===== src/rv_slice_pkg.sv =====
// Shared widths, opcodes and stage records for the RV32I decode/execute slice
// XLEN is fixed at 32; only base integer opcodes are known to the decoder
`default_nettype none

package rv_slice_pkg;

  localparam int xlen = 32;

  typedef logic [xlen-1:0] word_t;      // Data, PC and immediate values
  typedef logic [4:0]      reg_addr_t;
  typedef logic [6:0]      opcode_t;

  // RV32I major opcodes
  localparam opcode_t op_lui    = 7'b0110111;
  localparam opcode_t op_auipc  = 7'b0010111;
  localparam opcode_t op_jal    = 7'b1101111;
  localparam opcode_t op_jalr   = 7'b1100111;
  localparam opcode_t op_branch = 7'b1100011;
  localparam opcode_t op_load   = 7'b0000011;
  localparam opcode_t op_store  = 7'b0100011;
  localparam opcode_t op_imm    = 7'b0010011;
  localparam opcode_t op_reg    = 7'b0110011;

  typedef enum logic [3:0] {
    alu_add,    // Zero encoding, also the bubble value
    alu_sub,
    alu_sll,
    alu_slt,
    alu_sltu,
    alu_xor,
    alu_srl,
    alu_sra,
    alu_or,
    alu_and,
    alu_pass_b  // lui
  } alu_op_e;

  typedef struct packed {
    word_t      pc;
    word_t      rs1_data;
    word_t      rs2_data;
    word_t      imm;
    reg_addr_t  rs1_addr;    // Zero when the instruction does not read rs1
    reg_addr_t  rs2_addr;    // Zero when the instruction does not read rs2
    reg_addr_t  rd_addr;
    alu_op_e    alu_op;
    logic [2:0] funct3;
    logic       alu_src;     // Operand B is the immediate
    logic       pc_src;      // Operand A is the PC
    logic       branch;
    logic       jump;
    logic       jalr;
    logic       mem_read;
    logic       mem_write;
    logic       reg_write;
    logic       valid;
  } id_ex_t;

  typedef struct packed {
    word_t      result;      // ALU result, link address or memory address
    word_t      store_data;
    reg_addr_t  rd_addr;
    logic [2:0] funct3;      // Access size for the memory stage
    logic       mem_read;
    logic       mem_write;
    logic       reg_write;
    logic       valid;
  } ex_mem_t;

endpackage

`default_nettype wire


===== src/decode_unit.sv =====
// Combinational RV32I decoder; unknown opcodes come out with valid low, no trap
// Register addresses an instruction does not read are forced to x0
`timescale 1ns/1ps
`default_nettype none

module decode_unit import rv_slice_pkg::*; (
  input  word_t  instr,
  input  word_t  pc,
  input  word_t  rs1_rdata,
  input  word_t  rs2_rdata,
  input  logic   instr_valid,
  output id_ex_t id_out
);

  opcode_t    opcode;
  logic [2:0] funct3;
  word_t      imm_i, imm_s, imm_b, imm_u, imm_j;
  id_ex_t     dec;

  assign opcode = instr[6:0];
  assign funct3 = instr[14:12];

  assign imm_i = {{20{instr[31]}}, instr[31:20]};
  assign imm_s = {{20{instr[31]}}, instr[31:25], instr[11:7]};
  assign imm_b = {{19{instr[31]}}, instr[31], instr[7], instr[30:25], instr[11:8], 1'b0};
  assign imm_u = {instr[31:12], 12'h000};
  assign imm_j = {{11{instr[31]}}, instr[31], instr[19:12], instr[20], instr[30:21], 1'b0};

  // alt is funct7 bit 5, picks sub and sra
  function automatic alu_op_e alu_sel(input logic [2:0] f3, input logic alt);
    case (f3)
      3'b000:  alu_sel = alt ? alu_sub : alu_add;
      3'b001:  alu_sel = alu_sll;
      3'b010:  alu_sel = alu_slt;
      3'b011:  alu_sel = alu_sltu;
      3'b100:  alu_sel = alu_xor;
      3'b101:  alu_sel = alt ? alu_sra : alu_srl;
      3'b110:  alu_sel = alu_or;
      default: alu_sel = alu_and;
    endcase
  endfunction

  always_comb begin
    dec          = '0;
    dec.pc       = pc;
    dec.rs1_data = rs1_rdata;
    dec.rs2_data = rs2_rdata;
    dec.rs1_addr = instr[19:15];
    dec.rs2_addr = instr[24:20];
    dec.rd_addr  = instr[11:7];
    dec.funct3   = funct3;
    dec.valid    = instr_valid;
    case (opcode)
      op_lui, op_auipc: begin
        dec.imm       = imm_u;
        dec.alu_src   = 1'b1;
        dec.pc_src    = (opcode == op_auipc);
        dec.alu_op    = (opcode == op_lui) ? alu_pass_b : alu_add;
        dec.reg_write = 1'b1;
        dec.rs1_addr  = '0;
        dec.rs2_addr  = '0;
      end
      op_jal: begin
        dec.imm       = imm_j;
        dec.alu_src   = 1'b1;
        dec.pc_src    = 1'b1;
        dec.jump      = 1'b1;
        dec.reg_write = 1'b1;
        dec.rs1_addr  = '0;
        dec.rs2_addr  = '0;
      end
      op_jalr, op_load, op_imm: begin
        dec.imm       = imm_i;
        dec.alu_src   = 1'b1;
        dec.jump      = (opcode == op_jalr);
        dec.jalr      = (opcode == op_jalr);
        dec.mem_read  = (opcode == op_load);
        dec.reg_write = 1'b1;
        dec.rs2_addr  = '0;
        if (opcode == op_imm) dec.alu_op = alu_sel(funct3, (funct3 == 3'b101) && instr[30]);
      end
      op_branch: begin
        dec.imm     = imm_b;
        dec.branch  = 1'b1;
        dec.alu_op  = alu_sub;
        dec.rd_addr = '0;
      end
      op_store: begin
        dec.imm       = imm_s;
        dec.alu_src   = 1'b1;      // Address is rs1 + imm
        dec.mem_write = 1'b1;
        dec.rd_addr   = '0;
      end
      op_reg: begin
        dec.alu_op    = alu_sel(funct3, instr[30]);
        dec.reg_write = 1'b1;
      end
      default: dec.valid  = 1'b0;  // Unknown opcode
    endcase
  end

  // Not valid: controls and addresses cleared, operand data kept
  always_comb begin
    id_out          = '0;
    id_out.pc       = pc;
    id_out.rs1_data = rs1_rdata;
    id_out.rs2_data = rs2_rdata;
    if (dec.valid) id_out = dec;
  end

endmodule

`default_nettype wire


===== src/hazard_unit.sv =====
// Load-use detection against the ID/EX entry, plus flush for stall or redirect
// Relies on the ID/EX register never holding mem_read on an invalid entry
`timescale 1ns/1ps
`default_nettype none

module hazard_unit import rv_slice_pkg::*; (
  input  id_ex_t id_in,           // Decoded instruction in ID
  input  id_ex_t ex_in,           // Current ID/EX entry
  input  logic   redirect_valid,
  output logic   stall,
  output logic   flush
);

  logic rs1_hit;
  logic rs2_hit;
  logic load_in_ex;

  assign rs1_hit = (id_in.rs1_addr == ex_in.rd_addr);
  assign rs2_hit = (id_in.rs2_addr == ex_in.rd_addr);

  // x0 never carries a dependence
  assign load_in_ex = ex_in.mem_read && (ex_in.rd_addr != '0);

  assign stall = id_in.valid && load_in_ex && (rs1_hit || rs2_hit);

  // Bubble into ID/EX on a stall, squash the younger one on a redirect
  assign flush = stall || redirect_valid;

  // mem_read in ID/EX must only ever come from a valid decoded load
  stall_valid_a: assert final (!stall || ex_in.valid)
    else $error("load-use stall raised for an invalid ID/EX entry");

endmodule

`default_nettype wire


===== src/idex_register.sv =====
// ID/EX pipeline register; hold beats flush, flush inserts a bubble
// A bubble keeps PC, operand data and immediate and clears everything else
`timescale 1ns/1ps
`default_nettype none

module idex_register import rv_slice_pkg::*; (
  input  logic   clk,
  input  logic   reset_n,
  input  logic   hold,      // Freeze, from the memory side
  input  logic   flush,     // Load-use bubble or redirect squash
  input  id_ex_t id_in,
  output id_ex_t ex_out
);

  id_ex_t bubble;

  always_comb begin
    bubble          = '0;   // Controls, valid and addresses cleared
    bubble.pc       = id_in.pc;
    bubble.rs1_data = id_in.rs1_data;
    bubble.rs2_data = id_in.rs2_data;
    bubble.imm      = id_in.imm;
  end

  always_ff @(posedge clk or negedge reset_n) begin
    if (!reset_n) begin
      ex_out <= '0;
    end else if (flush && !hold) begin
      ex_out <= bubble;
    end else if (!hold) begin
      ex_out <= id_in;
    end
    // Hold keeps the entry in place
  end

endmodule

`default_nettype wire


===== src/execute_stage.sv =====
// Execute stage with EX/MEM forwarding, branch resolution and the EX/MEM register
// Only the EX/MEM result is forwarded; older results must come in on rs1/rs2 data
// Redirect is combinational from the ID/EX entry and suppressed while hold is high
`timescale 1ns/1ps
`default_nettype none

module execute_stage import rv_slice_pkg::*; (
  input  logic    clk,
  input  logic    reset_n,
  input  logic    hold,
  input  id_ex_t  ex_in,
  output ex_mem_t ex_mem,
  output logic    redirect_valid,
  output word_t   redirect_pc
);

  logic    fwd_ok, fwd_rs1, fwd_rs2;
  word_t   rs1_val, rs2_val;
  word_t   op_a, op_b, alu_result;
  word_t   jump_base, target;
  logic    cond, taken;
  ex_mem_t ex_next;

  // Loads never match here thanks to the load-use stall
  assign fwd_ok  = ex_mem.valid && ex_mem.reg_write && !ex_mem.mem_read &&
                   (ex_mem.rd_addr != '0);
  assign fwd_rs1 = fwd_ok && (ex_mem.rd_addr == ex_in.rs1_addr);
  assign fwd_rs2 = fwd_ok && (ex_mem.rd_addr == ex_in.rs2_addr);

  assign rs1_val = fwd_rs1 ? ex_mem.result : ex_in.rs1_data;
  assign rs2_val = fwd_rs2 ? ex_mem.result : ex_in.rs2_data;

  assign op_a = ex_in.pc_src ? ex_in.pc : rs1_val;   // auipc, jal
  assign op_b = ex_in.alu_src ? ex_in.imm : rs2_val;

  always_comb begin
    case (ex_in.alu_op)
      alu_add:    alu_result = op_a + op_b;
      alu_sub:    alu_result = op_a - op_b;
      alu_sll:    alu_result = op_a << op_b[4:0];
      alu_slt:    alu_result = {{(xlen-1){1'b0}}, $signed(op_a) < $signed(op_b)};
      alu_sltu:   alu_result = {{(xlen-1){1'b0}}, op_a < op_b};
      alu_xor:    alu_result = op_a ^ op_b;
      alu_srl:    alu_result = op_a >> op_b[4:0];
      alu_sra:    alu_result = $signed(op_a) >>> op_b[4:0];
      alu_or:     alu_result = op_a | op_b;
      alu_and:    alu_result = op_a & op_b;
      alu_pass_b: alu_result = op_b;
      default:    alu_result = op_a + op_b;
    endcase
  end

  // Branch compare on the forwarded operands
  always_comb begin
    case (ex_in.funct3)
      3'b000:  cond = (rs1_val == rs2_val);                    // beq
      3'b001:  cond = (rs1_val != rs2_val);                    // bne
      3'b100:  cond = ($signed(rs1_val) < $signed(rs2_val));   // blt
      3'b101:  cond = ($signed(rs1_val) >= $signed(rs2_val));  // bge
      3'b110:  cond = (rs1_val < rs2_val);                     // bltu
      3'b111:  cond = (rs1_val >= rs2_val);                    // bgeu
      default: cond = 1'b0;
    endcase
  end

  assign jump_base   = ex_in.jalr ? rs1_val : ex_in.pc;
  assign target      = jump_base + ex_in.imm;
  assign redirect_pc = {target[xlen-1:1], 1'b0};  // Bit 0 cleared for jalr

  assign taken          = ex_in.valid && (ex_in.jump || (ex_in.branch && cond));
  assign redirect_valid = taken && !hold;

  always_comb begin
    ex_next = '0;
    if (ex_in.valid) begin
      // Jumps write back the link address
      ex_next.result     = ex_in.jump ? ex_in.pc + word_t'(4) : alu_result;
      ex_next.store_data = rs2_val;
      ex_next.rd_addr    = ex_in.rd_addr;
      ex_next.funct3     = ex_in.funct3;
      ex_next.mem_read   = ex_in.mem_read;
      ex_next.mem_write  = ex_in.mem_write;
      ex_next.reg_write  = ex_in.reg_write;
      ex_next.valid      = 1'b1;
    end
  end

  always_ff @(posedge clk or negedge reset_n) begin
    if (!reset_n) begin
      ex_mem <= '0;
    end else if (!hold) begin
      ex_mem <= ex_next;
    end
  end

  // The flush on redirect must squash the next ID/EX entry
  redirect_pulse_a: assert property (@(posedge clk) disable iff (!reset_n)
    redirect_valid |=> !redirect_valid)
    else $error("redirect held for more than one cycle");

endmodule

`default_nettype wire


===== src/rv_id_ex_core.sv =====
// Decode/execute slice top: decode, hazard unit, ID/EX register and execute
// While stall is high the caller must keep the same instruction applied
// An instruction accepted at edge N shows up on ex_mem after edge N+2
`timescale 1ns/1ps
`default_nettype none

module rv_id_ex_core import rv_slice_pkg::*; (
  input  logic    clk,
  input  logic    reset_n,
  input  word_t   instr,
  input  word_t   pc,
  input  word_t   rs1_rdata,
  input  word_t   rs2_rdata,
  input  logic    instr_valid,
  input  logic    hold,          // Freezes both pipeline registers
  output ex_mem_t ex_mem,
  output logic    stall,         // Load-use stall towards fetch
  output logic    redirect_valid,
  output word_t   redirect_pc
);

  id_ex_t id_dec;     // Decoded instruction in ID
  id_ex_t ex_entry;   // ID/EX register contents
  logic   idex_flush;

  decode_unit u_decode (
    .instr       (instr),
    .pc          (pc),
    .rs1_rdata   (rs1_rdata),
    .rs2_rdata   (rs2_rdata),
    .instr_valid (instr_valid),
    .id_out      (id_dec)
  );

  hazard_unit u_hazard (
    .id_in          (id_dec),
    .ex_in          (ex_entry),
    .redirect_valid (redirect_valid),
    .stall          (stall),
    .flush          (idex_flush)
  );

  idex_register u_idex (
    .clk     (clk),
    .reset_n (reset_n),
    .hold    (hold),
    .flush   (idex_flush),
    .id_in   (id_dec),
    .ex_out  (ex_entry)
  );

  execute_stage u_execute (
    .clk            (clk),
    .reset_n        (reset_n),
    .hold           (hold),
    .ex_in          (ex_entry),
    .ex_mem         (ex_mem),
    .redirect_valid (redirect_valid),
    .redirect_pc    (redirect_pc)
  );

endmodule

`default_nettype wire


===== config.mk =====
export PLATFORM = sky130hd
export DESIGN_NAME = rv_id_ex_core
export DESIGN_NICKNAME = d
export VERILOG_FILES = /design/src/rv_slice_pkg.sv /design/src/decode_unit.sv /design/src/hazard_unit.sv /design/src/idex_register.sv /design/src/execute_stage.sv /design/src/rv_id_ex_core.sv
export SDC_FILE = /design/constraint.sdc
export NUM_CORES = 1
export LEC_CHECK = 0
export BUFFER_PORTS_ARGS = -buffer_cell sky130_fd_sc_hd__buf_2
export CORE_UTILIZATION = 25
export DETAILED_ROUTE_END_ITERATION = 10
export PLACE_DENSITY = 0.51
export SKIP_LAST_GASP = 1
export SLEW_MARGIN = 10
export SYNTH_ARGS = -nofsm -noshare
export SYNTH_HDL_FRONTEND = slang
export SYNTH_SLANG_ARGS = --single-unit

===== constraint.sdc =====
create_clock -name clk -period 22.4 [get_ports clk]
set_clock_uncertainty 0.1 [all_clocks]
set_input_delay 6.72 -clock clk [delete_from_list [all_inputs] [get_ports clk]]
set_output_delay 6.72 -clock clk [all_outputs]
set_load 0.005 [all_outputs]

==> qor.yml, run 1 <==
grt-ovfl-total: 0
fin_nets: 3373
grt_pass1_vias: 23141
synth_xor_xnor_area_share_pct: 4.090
fillers: 10269
drtIter0Drc: 2256
multi_input_area_mm2: 0.01638
cts_inserted_buffers: 29
yosysTopAreaCell: "dfrtp_1"
r2r-start: "u_execute.ex_mem[9]"
holdPathEnd: "u_execute.ex_mem[2]"
area_growth_pct: 14.51
ant_nets: 0
cts_buffer_depth: 3
num_vias: 24170
wl_per_cell_um: 25.82
placed_cells: 4302
grt_max_degree: 108
r2r-end: "u_execute.ex_mem[75]"
dr.pass1.iters: 5
ir_drop_mv: 0.06213
critPathCaptureType: "output port"
syn-mean-instance-area_um2: 7.974
grt.met3_usage_pct: 2.871
clock-sinks: 235
r2r_slack_ps: 15550
async_reset_ff_share_pct: 100.0
layout-drive-gt1-share_pct: 17.06
path_clk_slew_ps: 60
portBuffers: 240
track_usage_pct: 22.81
synth_compound_area_share_pct: 26.37
htree_num_levels: 1
cts_repair_resize_count: 0
syn_area_mm2: 0.02356
required_ps: 15580
drc: 0
insertion_delay_ps: 610
cpMaxStageDelayCell: "nor4b_4"
tritoncts: "yes"
die_w_um: 309.0
ys_types: 98
gr-usage-met1_pct: 29.78
min_period_over_period_pct: 73.11
synthDominantCellAreaShare_pct: 24.97
register_area_mm2: 0.005883
synth-simple-area-share_pct: 17.13
drv_slew: 0
critPathArrivalTime_ps: 9560
fin_tns_setup_ps: 0
synth_nets: 3248
cp-start-kind: "input port"
postCtsHoldBufs: 0
gp_congestion: 0.9719
yosys_warnings: 0
wl_um: 112400
instances_no_fill: 4354
ys.flop_type: "dfrtp_1"
synthTopCellsByArea: "dfrtp_1 25%, ha_1 8.4%, mux2i_1 6.3%"
io_pins: 242
hold_start: "u_execute.ex_mem[2]"
worstMarginPinSlew_ps: 1221
grt_first_pass_wirelength_um: 161800
min_path_cells: 2
crit_fanout: 19
cpMostUsedCell: "buf_2"
crit_path_cell_trace: "buf_2, nand2b_1, nor4b_4, o31ai_1, nor2_1, nand2_1, xnor2_1, o31a_1, nor3_1, buf_2"
synth_edf_count: 0
hp-class: "reg2reg"
run_status: "complete, no violations"
core_mm2: 0.09333
leakagePower_nw: 11.82
critPathKind: "in2out"
initial_core_util_pct: 25.24
synthCells: 2954
clk_root_buffer_cell: "clkbuf_16"
postCtsSetupBuffers: 0
antenna_found_initial: 3
drv_cap: 0
post-dp-hpwl_um: 85730
max_stage_delay_ps: 870
r2r_cells: 20
slew_headroom_pct: 17.84
seq_area_frac_synth_pct: 24.97
synth_fa_ha_area_share_pct: 8.701
vias_per_cell: 5.551
dieArea_mm2: 0.09545
rows: 112
period_needed_ps: 16380
power_density_mw_per_mm2: 57.35
synth-seq-cells: 235
synth_top_family_by_area: "compound AO/OA/AOI/OAI gates"
diodes: 0
finalHoldViolations: 0
die_y_um: 309.0
rsz0062_at_grt: "false"
maxClockFrequency_ghz: 0.06107
synthMuxAreaShare_pct: 12.84
setup_viol: 0
met2_usage_pct: 37.02
grt.busiest_layer: "met2"
## worst max-delay path by stage
stage,slack (ps),start,to,cells past startpoint
floorplan,6800,instr[6],stall,9
global placement,5990,instr[6],stall,10
detailed placement,6020,instr[6],stall,10
CTS,6020,instr[6],stall,10
global route,5780,instr[6],stall,10
finish,6020,instr[6],stall,10
## layout make-up
type | instances | area share, %
Clock buffer | 35 | 2.885
Clock inverter | 17 | 0.6866
Inverter | 135 | 1.888
Multi-Input combinational cell | 2378 | 60.71
Sequential cell | 235 | 21.81
Tap cell | 1254 | 5.817
Timing Repair Buffer | 300 | 6.198
## flip-flops by register name, summed over array words and instances (netlist names)
name	cells
u_idex.ex_out	159
u_execute.ex_mem	76
## cells by family (layout without fill, tap and decap cells)
group                      after synthesis  in the layout
other                                    1              1
AOI/OAI and AO/OA                      943            943
muxes                                  278            278
and+or+nand+nor                        884            884
xor gates and xnor gates               110            110
adders and majority gates              162            162
DFF                                    235            235
buffers and inverters                  341            487
## through the flow
stage / hold WS (ps) / utilization [%] / total power [mW] / worst slack [ps] / area (um^2)
2_1_floorplan: 347.6 / - / 0.8509 / 6800 / 23560
3_3_place_gp: 365.0 / 27.87 / 1.047 / 5991 / 26010
3_5_place_dp: 371.3 / 27.87 / 1.045 / 6019 / 26010
4_1_cts: 387.7 / 28.90 / 1.540 / 6019 / 26970
5_1_grt: 399.3 / 28.90 / 1.611 / 5785 / 26970
6_report: 382.8 / 28.90 / 1.547 / 6024 / 26970
## cells in the final DEF (no fill, tap or decap), drive strengths merged, types with 9 or more instances in the layout
cell	count
a2111oi	20
a211oi	38
a21boi	9
a21o	34
a21oi	211
a221o	26
a221oi	23
a22o	13
a22oi	34
a31oi	59
and2	13
and3	19
and4	25
buf	300
clkbuf	35
dfrtp	235
ha	159
inv	136
mux2	123
mux2i	148
nand2	370
nand2b	27
nand3	47
nand4	21
nor2	236
nor2b	32
nor3	38
nor4	9
o211ai	45
o21a	20
o21ai	247
o21bai	26
o221ai	13
o22ai	12
o311ai	13
o31ai	35
o41ai	9
or3	15
xnor2	78
xor2	32
## critical path: cells and delay by family
| kind | cells | cell delay (ps) |
|---|---|---|
| simple gates | 5 | 1730 |
| compound gates | 2 | 640 |
| xor+xnor | 1 | 130 |
| buf+inv | 2 | 330 |
## cells in the mapped netlist, types with 20 or more instances
library cell	number
clkbuf_1	156
dfrtp_1	235
a31oi_1	59
xor2_1	32
a21o_1	34
mux2_2	122
a221o_1	26
o31ai_1	34
ha_1	159
o21bai_1	26
a22oi_1	34
a211oi_1	38
nand2_1	370
nand3_1	47
nor3_1	38
nor2_1	235
o21ai_0	231
o21a_1	20
nand2b_1	27
and4_1	25
nand4_1	21
a21oi_1	210
o211ai_1	43
buf_2	24
inv_1	128
mux2i_1	148
a221oi_1	23
nor2b_1	32
xnor2_1	78
## routing by layer
layer  share of wire [%]  up-vias
met4                 5.5        4
met1                  42    11779
met2                  46     1088
li1                    -    11064
met3                 6.5      235
met5               0.025        -
## power by group
part | internal (mW) | total (mW) | switching [mW] | leakage (nW)
clock network | 0.273 | 0.492 | 0.218 | 0.453
registers | 0.445 | 0.474 | 0.0287 | 3.06
logic | 0.211 | 0.581 | 0.371 | 8.31
total | 0.929 | 1.55 | 0.618 | 11.8
Power figures use the tool's default switching activity.
==> run 2: changes to the inputs <==
==> constraint.sdc (replaced) <==
create_clock -name clk -period 15.1 [get_ports clk]
set_clock_uncertainty 0.1 [all_clocks]
set_input_delay 4.53 -clock clk [delete_from_list [all_inputs] [get_ports clk]]
set_output_delay 4.53 -clock clk [all_outputs]
set_load 0.005 [all_outputs]
==> run 2 against run 1 <==
Global-route usage up 0.38 points. Sequential power is 49% higher. Critical endpoint unchanged. Die area stayed put. Highest routed layer unchanged. Flip-flop and latch count stayed put. Sequential share of layout area hardly changed. First-iteration DRC count rose by 3.2%. Clock power up 50%. Total power increased by 49%. Critical path depth unchanged.
==> qor.yml, run 2 (synthesis results as in run 1) <==
dieArea_mm2: 0.09545
p_switching_mw: 0.9149
grt_pass1_vias: 23364
postCtsSetupBuffers: 0
dp_slack_ps: 3208
wl_per_cell_um: 26.14
postCtsHoldBufs: 0
layout_common_cells: "369 x nand2_1, 238 x buf_2, 233 x dfrtp_1"
finalHoldViolations: 0
cp-start-kind: "input port"
grt_first_pass_wirelength_um: 164200
dr.pass1.iters: 6
die_w_um: 309.0
area_growth_pct: 14.54
layout-drive-gt1-share_pct: 16.97
crit_fanout: 19
instances_no_fill: 4350
htree_num_levels: 1
power_density_mw_per_mm2: 85.49
drv_slew: 0
portBuffers: 240
slew_headroom_pct: 21.50
drc: 0
pwr-share-clk_pct: 31.9
run_status: "complete, no violations"
vias_per_cell: 5.604
crit_path_cell_trace: "buf_2, nand2b_1, nor4b_4, o31ai_1, nor2_1, nand2_1, xnor2_1, o31a_1, nor3_1, buf_2"
cpMaxStageDelayCell: "nor4b_4"
ir_drop_mv: 0.09520
p_seq_share_pct: 30.6
drtIter0Drc: 2328
core_mm2: 0.09333
die_y_um: 309.0
p_sw_share_pct: 39.66
rsz0062_at_grt: "false"
track_usage_pct: 23.19
worstMarginPinSlew_ps: 1177
critPathKind: "in2out"
top_register: "u_idex.ex_out"
period_needed_ps: 11930
largest_reg_flops: 159
tritoncts: "yes"
critPathCaptureType: "output port"
hp-class: "reg2reg"
fin_tns_setup_ps: 0
clock-sinks: 235
grt-ovfl-total: 0
ant_nets: 0
fin_ws_ps: 3169
post-dp-hpwl_um: 87310
path_clk_slew_ps: 60
final_common_cell: "nand2_1"
cts_buffer_depth: 3
rows: 112
max_stage_delay_ps: 880
critPathArrivalTime_ps: 7300
min_period_over_period_pct: 79.01
leakagePower_nw: 11.83
p_int_mw: 1.392
gp_congestion: 1.012
initial_core_util_pct: 25.24
required_ps: 10470
maxClockFrequency_ghz: 0.08382
io_pins: 242
reg_top3: "u_idex.ex_out: 159 flops, u_execute.ex_mem: 76 flops"
grt_max_degree: 133
antenna_found_initial: 2
power_frac_comb_pct: 37.5
drv_cap: 0
fin_nets: 3368
cpMostUsedCell: "buf_2"
num_vias: 24376
placed_cells: 4298
setup_viol: 0
cts_inserted_buffers: 28
insertion_delay_ps: 610
clk_root_buffer_cell: "clkbuf_16"
cts_repair_resize_count: 0
wl_um: 113700
-- run 2: stage by stage --
| step | power (mW) | hold WS (ps) | util [%] | instance area [um^2] |
|---|---|---|---|---|
| after floorplan | 1.262 | 347.6 | - | 23560 |
| after global placement | 1.558 | 362.2 | 27.86 | 26000 |
| after detailed placement | 1.555 | 368.4 | 27.86 | 26000 |
| after CTS | 2.297 | 381.6 | 28.90 | 26980 |
| after global routing | 2.405 | 399.5 | 28.90 | 26980 |
| final | 2.307 | 381.7 | 28.91 | 26980 |
-- run 2: area by class of cell --
| cell class | instances | area (um^2) |
|---|---|---|
| diodes | 2 | 5.005 |
| fillers | 10249 | 66350 |
| flip-flops and latches | 235 | 5883 |
| clock inverters | 14 | 193.9 |
| repair buffers | 296 | 1654 |
| well taps | 1254 | 1569 |
| clock buffers | 36 | 780.7 |
| inverters | 135 | 509.2 |
| multi-input cells | 2378 | 16390 |
-- run 2: path summary, 6_finish.rpt --
path / from / depth (start not counted) / end / slack [ps]
hold reg to reg: u_idex.ex_out[1] / 2 / u_idex.ex_out[1] / 380
setup reg to reg: u_execute.ex_mem[10] / 18 / u_execute.ex_mem[71] / 8210
setup / recovery: instr[6] / 10 / stall / 3170
hold / removal: u_idex.ex_out[1] / 2 / u_idex.ex_out[1] / 380
min in group asynchronous: reset_n / 1 / u_idex.ex_out[76] / 3900
max in group asynchronous: reset_n / 2 / u_idex.ex_out[4] / 9700
-- run 2: per-layer routing --
layer / up-vias / track usage [%] / share of wire, %
li1: 11035 / - / -
met1: 11861 / 29.42 / 41
met2: 1216 / 38.17 / 46
met3: 260 / 3.138 / 7.1
met4: 4 / 12.23 / 6.0
met5: - / 0 / 0.028
-- run 2: critical path, delay by kind of cell --
kind,cells,cell delay (ps)
AO/OA/AOI/OAI,2,620
AND/OR/NAND/NOR,5,1710
XOR/XNOR,1,130
buffers and inverters,2,310
-- run 2: power groups by stage --
stage	Sequential, mW	Combinational (mW)	Clock, mW
3_5_place_dp	0.715	0.840	0
4_1_cts	0.704	0.845	0.749
2_1_floorplan	0.691	0.571	0
3_3_place_gp	0.715	0.843	0
5_1_grt	0.707	0.927	0.771
6_report	0.705	0.865	0.737
